--- config.mk ---
export PLATFORM = sky130hd
export DESIGN_NAME = ex_stage
export DESIGN_NICKNAME = d
export VERILOG_FILES = /design/src/source/ex_op_pkg.sv /design/src/source/ex_port_pkg.sv /design/src/source/ex_alu.sv /design/src/source/ex_mult.sv /design/src/source/ex_commit.sv /design/src/source/ex_stage.sv
export VERILOG_INCLUDE_DIRS = /design/src /design/src/source
export SDC_FILE = /design/constraint.sdc
export NUM_CORES = 2
export LEC_CHECK = 0
export ABC_AREA = 1
export BUFFER_PORTS_ARGS = -buffer_cell sky130_fd_sc_hd__buf_2
export CORE_MARGIN = 3
export CORE_UTILIZATION = 64
export DETAILED_ROUTE_END_ITERATION = 7
export PLACE_DENSITY = 0.85
export SYNTH_ARGS = -nofsm -noshare
export SYNTH_HDL_FRONTEND = slang
export SYNTH_HIERARCHICAL = 1
export SYNTH_SLANG_ARGS = --single-unit
--- constraint.sdc ---
create_clock -name clk -period 11.9 [get_ports clk]
set_input_delay 1.785 -clock clk [delete_from_list [all_inputs] [get_ports clk]]
set_output_delay 1.785 -clock clk [all_outputs]
set_load 0.01 [all_outputs]
--- src/source/ex_defs.svh ---
`ifndef EX_DEFS_SVH
`define EX_DEFS_SVH

////////////////////
// Datapath sizes
////////////////////

`define EX_XLEN        32  // Integer register and operand width
`define EX_RADDR_W     6   // Register file address incl. FP bank bit
`define EX_SHAMT_W     5   // Shift amount taken from operand_b

////////////////////
// Reset values
////////////////////

// Write address of the EX/WB register out of reset
`define EX_WB_RST_ADDR {`EX_RADDR_W{1'b0}}

`endif

--- src/source/ex_op_pkg.sv ---
`include "ex_defs.svh"

package ex_op_pkg;

  // Integer ALU operations
  typedef enum logic [3:0] {
    ADD, SUB,                    // Arithmetic
    AND, OR, XOR,                // Bitwise logic
    SLL, SRL, SRA,               // Shifts
    SLT, SLTU,                   // Set-less-than, result is 0/1
    EQ, NE, LT, LTU, GE, GEU     // Branch compares
  } alu_opcode_e;

  // Integer multiply operations
  typedef enum logic [1:0] {
    MUL,     // Low half, single cycle
    MULH,    // High half, signed x signed
    MULHSU,  // High half, signed x unsigned
    MULHU    // High half, unsigned x unsigned
  } mul_opcode_e;

  // Multiplier FSM
  typedef enum logic {
    IDLE,    // Accept new op and latch product
    HIGH     // Present upper half
  } mult_state_e;

  // ALU request from ID
  typedef struct packed {
    logic                en;
    alu_opcode_e         operator;
    logic [`EX_XLEN-1:0] operand_a;
    logic [`EX_XLEN-1:0] operand_b;
    logic [`EX_XLEN-1:0] operand_c;  // Jump target for branches
  } alu_req_t;

  // Multiplier request from ID
  typedef struct packed {
    logic                en;
    mul_opcode_e         operator;
    logic [`EX_XLEN-1:0] op_a;
    logic [`EX_XLEN-1:0] op_b;
  } mul_req_t;

endpackage

--- src/source/ex_port_pkg.sv ---
`include "ex_defs.svh"

package ex_port_pkg;

  ////////////////////
  // Destination info
  ////////////////////

  // Handed from ID to EX with each instruction
  typedef struct packed {
    logic                   we;     // Instruction writes a register
    logic [`EX_RADDR_W-1:0] waddr;  // Target register
  } rf_dest_t;

  ////////////////////
  // Write ports
  ////////////////////

  // One register file write port, also used for forwarding to ID
  typedef struct packed {
    logic                   we;
    logic [`EX_RADDR_W-1:0] waddr;
    logic [`EX_XLEN-1:0]    wdata;
  } wb_port_t;

endpackage

--- src/source/ex_alu.sv ---
`timescale 1ns/10ps
`include "ex_defs.svh"

module ex_alu (
  input  ex_op_pkg::alu_req_t req_i,     // Operator and operands from ID
  output logic [`EX_XLEN-1:0] result_o,  // Written back on forwarding port
  output logic                cmp_o      // Branch decision / SLT bit
);

  logic [`EX_XLEN-1:0]    op_a;
  logic [`EX_XLEN-1:0]    op_b;
  logic                   sub_en;
  logic [`EX_XLEN:0]      adder_sum;    // Top bit is carry out
  logic                   lt_u;
  logic                   lt_s;
  logic                   eq;
  logic [`EX_SHAMT_W-1:0] shamt;
  logic                   shift_arith;
  logic [`EX_XLEN:0]      shift_ext;    // Extra bit carries sign for SRA
  logic [`EX_XLEN-1:0]    shift_left;
  logic [`EX_XLEN-1:0]    shift_right;

  assign op_a = req_i.operand_a;
  assign op_b = req_i.operand_b;

  ////////////////////
  // Adder
  ////////////////////

  // Everything except ADD subtracts, compares included
  assign sub_en    = (req_i.operator != ex_op_pkg::ADD);
  assign adder_sum = {1'b0, op_a} + {1'b0, sub_en ? ~op_b : op_b}
                   + {{`EX_XLEN{1'b0}}, sub_en};

  // No carry out of a - b means a < b unsigned
  assign lt_u = ~adder_sum[`EX_XLEN];
  // Sign of a decides when signs differ, else sign of difference
  assign lt_s = (op_a[`EX_XLEN-1] != op_b[`EX_XLEN-1]) ? op_a[`EX_XLEN-1]
                                                       : adder_sum[`EX_XLEN-1];
  assign eq   = (adder_sum[`EX_XLEN-1:0] == '0);  // Zero difference

  ////////////////////
  // Shifter
  ////////////////////

  assign shamt       = op_b[`EX_SHAMT_W-1:0];
  assign shift_arith = (req_i.operator == ex_op_pkg::SRA);
  assign shift_left  = op_a << shamt;
  assign shift_ext   = $unsigned($signed({shift_arith & op_a[`EX_XLEN-1], op_a}) >>> shamt);
  assign shift_right = shift_ext[`EX_XLEN-1:0];

  // Comparator
  always_comb begin
    cmp_o = 1'b0;  // Non-compare ops
    case (req_i.operator)
      ex_op_pkg::EQ:   cmp_o = eq;
      ex_op_pkg::NE:   cmp_o = ~eq;
      ex_op_pkg::SLT,
      ex_op_pkg::LT:   cmp_o = lt_s;
      ex_op_pkg::SLTU,
      ex_op_pkg::LTU:  cmp_o = lt_u;
      ex_op_pkg::GE:   cmp_o = ~lt_s;
      ex_op_pkg::GEU:  cmp_o = ~lt_u;
      default:         cmp_o = 1'b0;
    endcase
  end

  // Result mux
  always_comb begin
    case (req_i.operator)
      ex_op_pkg::ADD,
      ex_op_pkg::SUB:  result_o = adder_sum[`EX_XLEN-1:0];
      ex_op_pkg::AND:  result_o = op_a & op_b;
      ex_op_pkg::OR:   result_o = op_a | op_b;
      ex_op_pkg::XOR:  result_o = op_a ^ op_b;
      ex_op_pkg::SLL:  result_o = shift_left;
      ex_op_pkg::SRL,
      ex_op_pkg::SRA:  result_o = shift_right;
      default:         result_o = {{(`EX_XLEN-1){1'b0}}, cmp_o};  // Compares give 0/1
    endcase
  end

endmodule

--- src/source/ex_mult.sv ---
`timescale 1ns/10ps
`include "ex_defs.svh"

module ex_mult (
  input  logic                clk,
  input  logic                rst_n,
  input  ex_op_pkg::mul_req_t req_i,         // Operator and operands from ID
  input  logic                ex_ready_i,    // Stage advances this cycle
  output logic [`EX_XLEN-1:0] result_o,
  output logic                ready_o,       // Low while high half pending
  output logic                multicycle_o   // High half being presented
);

  ex_op_pkg::mult_state_e       state_q;
  ex_op_pkg::mult_state_e       state_d;
  logic                         sign_a;
  logic                         sign_b;
  logic signed [`EX_XLEN:0]     op_a_ext;      // One extra bit for unsigned forms
  logic signed [`EX_XLEN:0]     op_b_ext;
  logic signed [2*`EX_XLEN+1:0] product;
  logic [`EX_XLEN-1:0]          prod_hi_q;     // Upper half latched in IDLE
  logic                         high_req;

  ////////////////////
  // Datapath
  ////////////////////

  // Operand signedness per opcode, MUL low half is the same either way
  assign sign_a = (req_i.operator == ex_op_pkg::MULH) | (req_i.operator == ex_op_pkg::MULHSU);
  assign sign_b = (req_i.operator == ex_op_pkg::MULH);

  assign op_a_ext = $signed({sign_a & req_i.op_a[`EX_XLEN-1], req_i.op_a});
  assign op_b_ext = $signed({sign_b & req_i.op_b[`EX_XLEN-1], req_i.op_b});
  assign product  = op_a_ext * op_b_ext;  // Single signed 33x33 product

  assign high_req = req_i.en & (req_i.operator != ex_op_pkg::MUL);

  always_ff @(posedge clk) begin
    if (state_q == ex_op_pkg::IDLE) begin
      prod_hi_q <= product[2*`EX_XLEN-1:`EX_XLEN];
    end
  end

  ////////////////////
  // Control FSM
  ////////////////////

  always_comb begin
    state_d = state_q;
    case (state_q)
      ex_op_pkg::IDLE: if (high_req)   state_d = ex_op_pkg::HIGH;  // Product captured now
      ex_op_pkg::HIGH: if (ex_ready_i) state_d = ex_op_pkg::IDLE;  // Result consumed
      default:                         state_d = ex_op_pkg::IDLE;
    endcase
  end

  always_ff @(posedge clk or negedge rst_n) begin
    if (!rst_n) begin
      state_q <= ex_op_pkg::IDLE;
    end else begin
      state_q <= state_d;
    end
  end

  // Outputs
  assign multicycle_o = (state_q == ex_op_pkg::HIGH);
  assign ready_o      = multicycle_o | ~high_req;  // MUL never stalls
  assign result_o     = multicycle_o ? prod_hi_q : product[`EX_XLEN-1:0];

endmodule

--- src/source/ex_commit.sv ---
`timescale 1ns/10ps
`include "ex_defs.svh"

module ex_commit (
  input  logic                  clk,
  input  logic                  rst_n,
  input  logic                  alu_en_i,
  input  logic [`EX_XLEN-1:0]   alu_result_i,
  input  logic                  mul_en_i,
  input  logic [`EX_XLEN-1:0]   mul_result_i,
  input  logic                  mul_ready_i,
  input  logic                  csr_access_i,
  input  logic [`EX_XLEN-1:0]   csr_rdata_i,
  input  ex_port_pkg::rf_dest_t alu_dest_i,      // Target of forwarding port
  input  ex_port_pkg::rf_dest_t lsu_dest_i,      // Target of load write
  input  logic                  lsu_en_i,
  input  logic [`EX_XLEN-1:0]   lsu_rdata_i,
  input  logic                  lsu_ready_ex_i,  // EX part of LSU done
  input  logic                  lsu_err_i,
  input  logic                  branch_in_ex_i,
  input  logic                  wb_ready_i,
  output ex_port_pkg::wb_port_t fwd_o,           // To RF and ID operand bypass
  output ex_port_pkg::wb_port_t wb_o,            // LSU write port
  output logic                  ex_ready_o,
  output logic                  ex_valid_o
);

  logic                   units_ready;
  logic                   we_lsu_q;
  logic [`EX_RADDR_W-1:0] waddr_lsu_q;

  ////////////////////
  // Forwarding port
  ////////////////////

  always_comb begin
    fwd_o.we    = alu_dest_i.we;
    fwd_o.waddr = alu_dest_i.waddr;
    if (csr_access_i) fwd_o.wdata = csr_rdata_i;   // CSR wins
    else if (mul_en_i) fwd_o.wdata = mul_result_i;
    else if (alu_en_i) fwd_o.wdata = alu_result_i;
    else               fwd_o.wdata = '0;
  end

  ////////////////////
  // Stall logic
  ////////////////////

  assign units_ready = mul_ready_i & lsu_ready_ex_i & wb_ready_i;

  // Branches resolve in EX and need no WB slot
  assign ex_ready_o = units_ready | branch_in_ex_i;
  assign ex_valid_o = (alu_en_i | mul_en_i | csr_access_i | lsu_en_i) & units_ready;

  ////////////////////
  // EX/WB register
  ////////////////////

  always_ff @(posedge clk or negedge rst_n) begin
    if (!rst_n) begin
      we_lsu_q    <= 1'b0;
      waddr_lsu_q <= `EX_WB_RST_ADDR;
    end else if (ex_valid_o) begin
      we_lsu_q <= lsu_dest_i.we & ~lsu_err_i;  // Faulting load never writes
      if (lsu_dest_i.we & ~lsu_err_i) begin
        waddr_lsu_q <= lsu_dest_i.waddr;
      end
    end else if (wb_ready_i) begin
      we_lsu_q <= 1'b0;  // Bubble, flush pending write
    end
  end

  // Load data arrives straight from the LSU in the WB cycle
  assign wb_o = '{we: we_lsu_q, waddr: waddr_lsu_q, wdata: lsu_rdata_i};

endmodule

--- src/source/ex_stage.sv ---
`timescale 1ns/10ps
`include "ex_defs.svh"

module ex_stage (
  input  logic                  clk,
  input  logic                  rst_n,
  input  ex_op_pkg::alu_req_t   alu_req_i,
  input  ex_op_pkg::mul_req_t   mul_req_i,
  input  logic                  csr_access_i,
  input  logic [`EX_XLEN-1:0]   csr_rdata_i,
  input  ex_port_pkg::rf_dest_t alu_dest_i,
  input  ex_port_pkg::rf_dest_t lsu_dest_i,
  input  logic                  lsu_en_i,
  input  logic [`EX_XLEN-1:0]   lsu_rdata_i,
  input  logic                  lsu_ready_ex_i,
  input  logic                  lsu_err_i,
  input  logic                  branch_in_ex_i,
  input  logic                  wb_ready_i,
  output ex_port_pkg::wb_port_t fwd_o,
  output ex_port_pkg::wb_port_t wb_o,
  output logic [`EX_XLEN-1:0]   jump_target_o,      // To IF
  output logic                  branch_decision_o,  // To IF
  output logic                  mult_multicycle_o,
  output logic                  ex_ready_o,
  output logic                  ex_valid_o
);

  logic [`EX_XLEN-1:0] alu_result;
  logic                alu_cmp;
  logic [`EX_XLEN-1:0] mult_result;
  logic                mult_ready;

  // Branch outputs
  assign branch_decision_o = alu_cmp;
  assign jump_target_o     = alu_req_i.operand_c;

  ////////////////////
  // Units
  ////////////////////

  ex_alu alu_i (
    .req_i    (alu_req_i),
    .result_o (alu_result),
    .cmp_o    (alu_cmp)
  );

  ex_mult mult_i (
    .clk          (clk),
    .rst_n        (rst_n),
    .req_i        (mul_req_i),
    .ex_ready_i   (ex_ready_o),  // Releases HIGH state
    .result_o     (mult_result),
    .ready_o      (mult_ready),
    .multicycle_o (mult_multicycle_o)
  );

  // Write ports and stall control
  ex_commit commit_i (
    .clk            (clk),
    .rst_n          (rst_n),
    .alu_en_i       (alu_req_i.en),
    .alu_result_i   (alu_result),
    .mul_en_i       (mul_req_i.en),
    .mul_result_i   (mult_result),
    .mul_ready_i    (mult_ready),
    .csr_access_i   (csr_access_i),
    .csr_rdata_i    (csr_rdata_i),
    .alu_dest_i     (alu_dest_i),
    .lsu_dest_i     (lsu_dest_i),
    .lsu_en_i       (lsu_en_i),
    .lsu_rdata_i    (lsu_rdata_i),
    .lsu_ready_ex_i (lsu_ready_ex_i),
    .lsu_err_i      (lsu_err_i),
    .branch_in_ex_i (branch_in_ex_i),
    .wb_ready_i     (wb_ready_i),
    .fwd_o          (fwd_o),
    .wb_o           (wb_o),
    .ex_ready_o     (ex_ready_o),
    .ex_valid_o     (ex_valid_o)
  );

endmodule

==> results by stage <==
Synthesis:
- Of the synthesized area, sequential elements account for under 10%.
- The area of the mapped netlist is 51000 um2.
- The synthesized-area fraction occupied by adder cells is 51.9%.
- The Yosys step of the flow raised 6 warnings.
- The most used flip-flop cell after synthesis is edfxtp_1.
- Each instance of the synthesized netlist takes up on average 7.33 um2.
- The cell accounting for the most synthesized area is fa_1.
- In the post-synthesis netlist, the biggest area contributors are fa_1 44%, nand2_1 15%, inv_1 13%.
- After Yosys synthesis, XOR and XNOR cells account for 1.13% of the synthesized area.
- The area fraction of the dominant cell type after synthesis is 44.2%.
- Counting every net in the synthesized netlist gives approximately 8.7k.
- The share of flip-flops with an asynchronous set or reset is between 20% and 30%.
- The simple-gate share of the synthesized area is 20.1%.
- The cell count after synthesis is 6957.
- After synthesis, the netlist uses 60 different library cells.
- The register bit total from synthesis is 40.
- The main combinational cell family by area after synthesis is adder cells.
- The share of the synthesized area in compound gates (AO/OA/AOI/OAI) is around 6.7%.
- The proportion of synthesized area in mux cells is 0.432%.
- Yosys mapped a number of flops with a built-in enable equal to 32.

Timing:
- The number of max-slew violations in the final report is 0.
- The setup slack after layout is ~0.75 ns.
- After routing, the total negative slack on setup checks comes to 0 ns.
- The slew at the pin with the worst max-slew slack is 1.18 ns.
- The fraction of the cycle the final worst path needs is a little over nine tenths.
- The peak clock frequency supported by timing is 89.7 MHz.
- The worst clock skew on the final layout is a little over 0.003 ns.
- Setup repair after global routing left no endpoint under its margin.
- The worst path in the final design needs a cycle of 11.15 ns, including I/O delays and setup.
- Setup violations remaining at the end of the flow were counted as 0.
- The count of final hold-check violations was 0.
- Measured against its own limit, the worst slew margin works out to 21.4%.

GRT:
- The total congestion overflow is 0.
- The wire length of the first global-routing pass is 270000 um.
- The number of global-route vias before repair came to between 40k and 50k.
- The number of antenna violations at the first check in global routing is 10.
- Global routing used 42.8% of the available tracks.
- Entering global routing, the biggest net connects 74 pins.

Routing:
- The first TritonRoute pass finished after 6 iterations.
- For this run, design rule violations remaining after detail routing come to 0.
- The via density per instance is 5.74.
- Wires add up to roughly 170000 um.
- After the first detailed-routing iteration, the DRC count stood at between 4k and 5k.
- The via count is 45.2k.
- The post-detailed-route count of antenna-violating nets is 0.
- The routed wire length per instance is ~22 um.

Final layout:
- The number of nets in the layout is 8537.
- The area used by multi-input combinational logic is 41000 um2.
- The fill cell total of the finished layout is between 6k and 7k.
- The proportion of layout cells with a drive suffix above 1 is 6.36%.
- The post-route standard cell area excluding fillers is 52200 um2.
- The register area is 1160 um2.
- The synthesis-to-finish area growth is 2.34%.

Clock tree:
- Post-CTS timing repair inserted 0 buffers for setup.
- After clock tree synthesis, the repair step resized 0 gates.
- The cell at the root of the clock tree is clkbuf_16.
- TritonCTS built the clock tree.
- At the later pin of the worst-skew pair, clock insertion delay measures 0.28 ns.
- The tree built by TritonCTS fans out to 40 sinks.
- The number of buffers added to fix hold violations after cts is 0.
- The clock-pin slew on the worst setup and hold paths is 0.06 ns.
- The number of H-tree levels is 2.
- The number of clock buffers added by TritonCTS is 5.
- The maximum number of buffers from clock root to sink is 2.

Critical path:
- The critical path is of the input pin to output port type.
- STA classifies the critical path startpoint as an input pin.
- The worst flop-to-flop path endpoint is mult_i/multicycle_o.
- STA classifies the critical path endpoint as an output port.
- The minimum setup slack among reg-to-reg paths is roughly 9.7 ns.
- Data arrives at the worst endpoint at 9.36 ns.
- In this run the worst path has a maximum fanout of 33.
- The launch instance of the worst register-to-register path is mult_i/multicycle_o.
- The required arrival time at the worst endpoint is just over 10 ns.
- Counting cells, the worst reg-to-reg path comes to 8.

Status:
- The run finished with clean final reports.

Floorplan:
- The die is 288 um tall.
- The top-level I/O count is 368.
- The floorplan has 102 rows.
- The die covers 83200 um2.
- The total area inside the core boundary comes to slightly below 80000 um2.
- The horizontal extent of the die is 288 um.
- Once the floorplan was initialized, standard cells occupied between 60% and 70% of the core.

Hold path:
- The count of cells along the worst hold path is 2.
- The launch point of the worst hold path is commit_i/waddr_lsu_q[4].
- The worst hold path class is flop to flop.
- For hold timing, the worst endpoint is commit_i/waddr_lsu_q[4].

Placed design:
- The pre-CTS setup slack is 0.849 ns.
- The number of port buffers is about 230.
- The final weighted congestion of routability-driven global placement is 1.04.
- The HPWL reported at the end of detailed placement is 145000 um.
- In this run the cell area measured after placement is between 50000 and 60000 um2.

Run:
- Max-cap violations in this run came to 0.
[sequential cells by signal, summed over array words and instances, names as in the netlist]
| name | count |
|---|---|
| commit_i/we_lsu_q | 1 |
| commit_i/waddr_lsu_q | 6 |
| mult_i/multicycle_o | 1 |
| mult_i/prod_hi_q | 32 |
[layer usage]
layer	vias to the layer above	share of wire (%)	track usage [%]
met5	-	0.068	0
met4	18	8.6	28.8
met3	770	10	9.27
met2	2632	47	70.0
met1	22000	35	50.9
li1	19800	-	-
[logic make-up (layout without fill, tap and decap cells)]
kind of cell / after synthesis / in the layout
xor+xnor: 66 / 66
flops: 40 / 40
other cells: 0 / 1
mux: 22 / 22
simple gates: 2566 / 2566
fa+ha+maj: 1440 / 1440
compound gates: 560 / 560
buf+inv: 2263 / 2150
[layout make-up]
cell class | instances | area share (%)
Multi-Input combinational cell | 4654 | 78.5
Inverter | 1840 | 13.2
Timing Repair Buffer | 302 | 3.26
Tap cell | 1040 | 2.49
Sequential cell | 40 | 2.22
Clock buffer | 5 | 0.240
Clock inverter | 3 | 0.0815
Antenna cell | 1 | 0.00479
[worst max path at each step]
| stage | start | to | slack, ns | cells past startpoint |
|---|---|---|---|---|
| 2_1_floorplan | mul_req_i[6] | fwd_o[31] | 2.02 | 30 |
| 3_3_place_gp | mul_req_i[47] | fwd_o[27] | 0.99 | 26 |
| 3_5_place_dp | mul_req_i[47] | fwd_o[27] | 0.85 | 26 |
| 4_1_cts | mul_req_i[47] | fwd_o[27] | 0.84 | 26 |
| 5_1_grt | mul_req_i[7] | fwd_o[25] | 0.45 | 28 |
| 6_report | mul_req_i[47] | fwd_o[27] | 0.75 | 26 |
[cells in the mapped netlist (all sizes together) (35+ instances only)]
master / number
a21oi: 193
a22oi: 35
buf: 134
clkbuf: 289
fa: 1126
ha: 314
inv: 1838
nand2: 2007
nand3: 165
nand4: 36
nor2: 304
o21ai: 215
xor2: 54
[worst max-delay path: stages]
cell and delay, ns:
buf_2 0.67, nand2_1 0.18, fa_1 0.54, fa_1 0.56, inv_1 0.07, fa_1 0.46
fa_1 0.54, inv_1 0.06, fa_1 0.54, inv_1 0.07, fa_1 0.49, inv_1 0.05
fa_1 0.48, inv_1 0.05, fa_1 0.49, ha_1 0.43, a21oi_1 0.23, o21ai_0 0.16
a21oi_1 0.29, nand3_1 0.21, or2_1 0.25, nand3_1 0.15, nand2_1 0.10, a21oi_1 0.23
a22oi_2 0.08, buf_2 0.18
[metrics by stage]
stage	cells	util, %	hold WS (ns)
after floorplan	6957	-	0.451
after global placement	7876	66.5	0.450
after detailed placement	7876	66.5	0.453
after CTS	7884	66.7	0.468
after global routing	7884	66.7	0.484
final	7885	66.7	0.466
[cell usage in the layout (no fill, tap or decap), types with 4 or more instances in the layout]
master,count
a211oi_1,10
a21oi_1,182
a21oi_2,11
a221oi_1,17
a22oi_1,5
a22oi_2,30
a31oi_1,5
buf_2,225
buf_4,77
clkbuf_16,5
dfrtp_1,8
edfxtp_1,32
fa_1,1126
ha_1,314
inv_1,1830
inv_2,9
mux2i_1,22
nand2_1,1992
nand2_2,15
nand3_1,151
nand3_2,13
nand3b_1,8
nand4_1,36
nor2_1,282
nor2_2,19
nor3_1,10
nor3_2,4
o2111ai_1,15
o211ai_1,16
o21ai_0,179
o21ai_1,33
o21bai_1,26
o22ai_1,6
or2_1,7
or2_2,16
xnor2_1,12
xor2_1,54
Power is left out: the tool's default activity adds up to more than one toggle a clock period on the data nets, which glitch-free logic cannot reach.
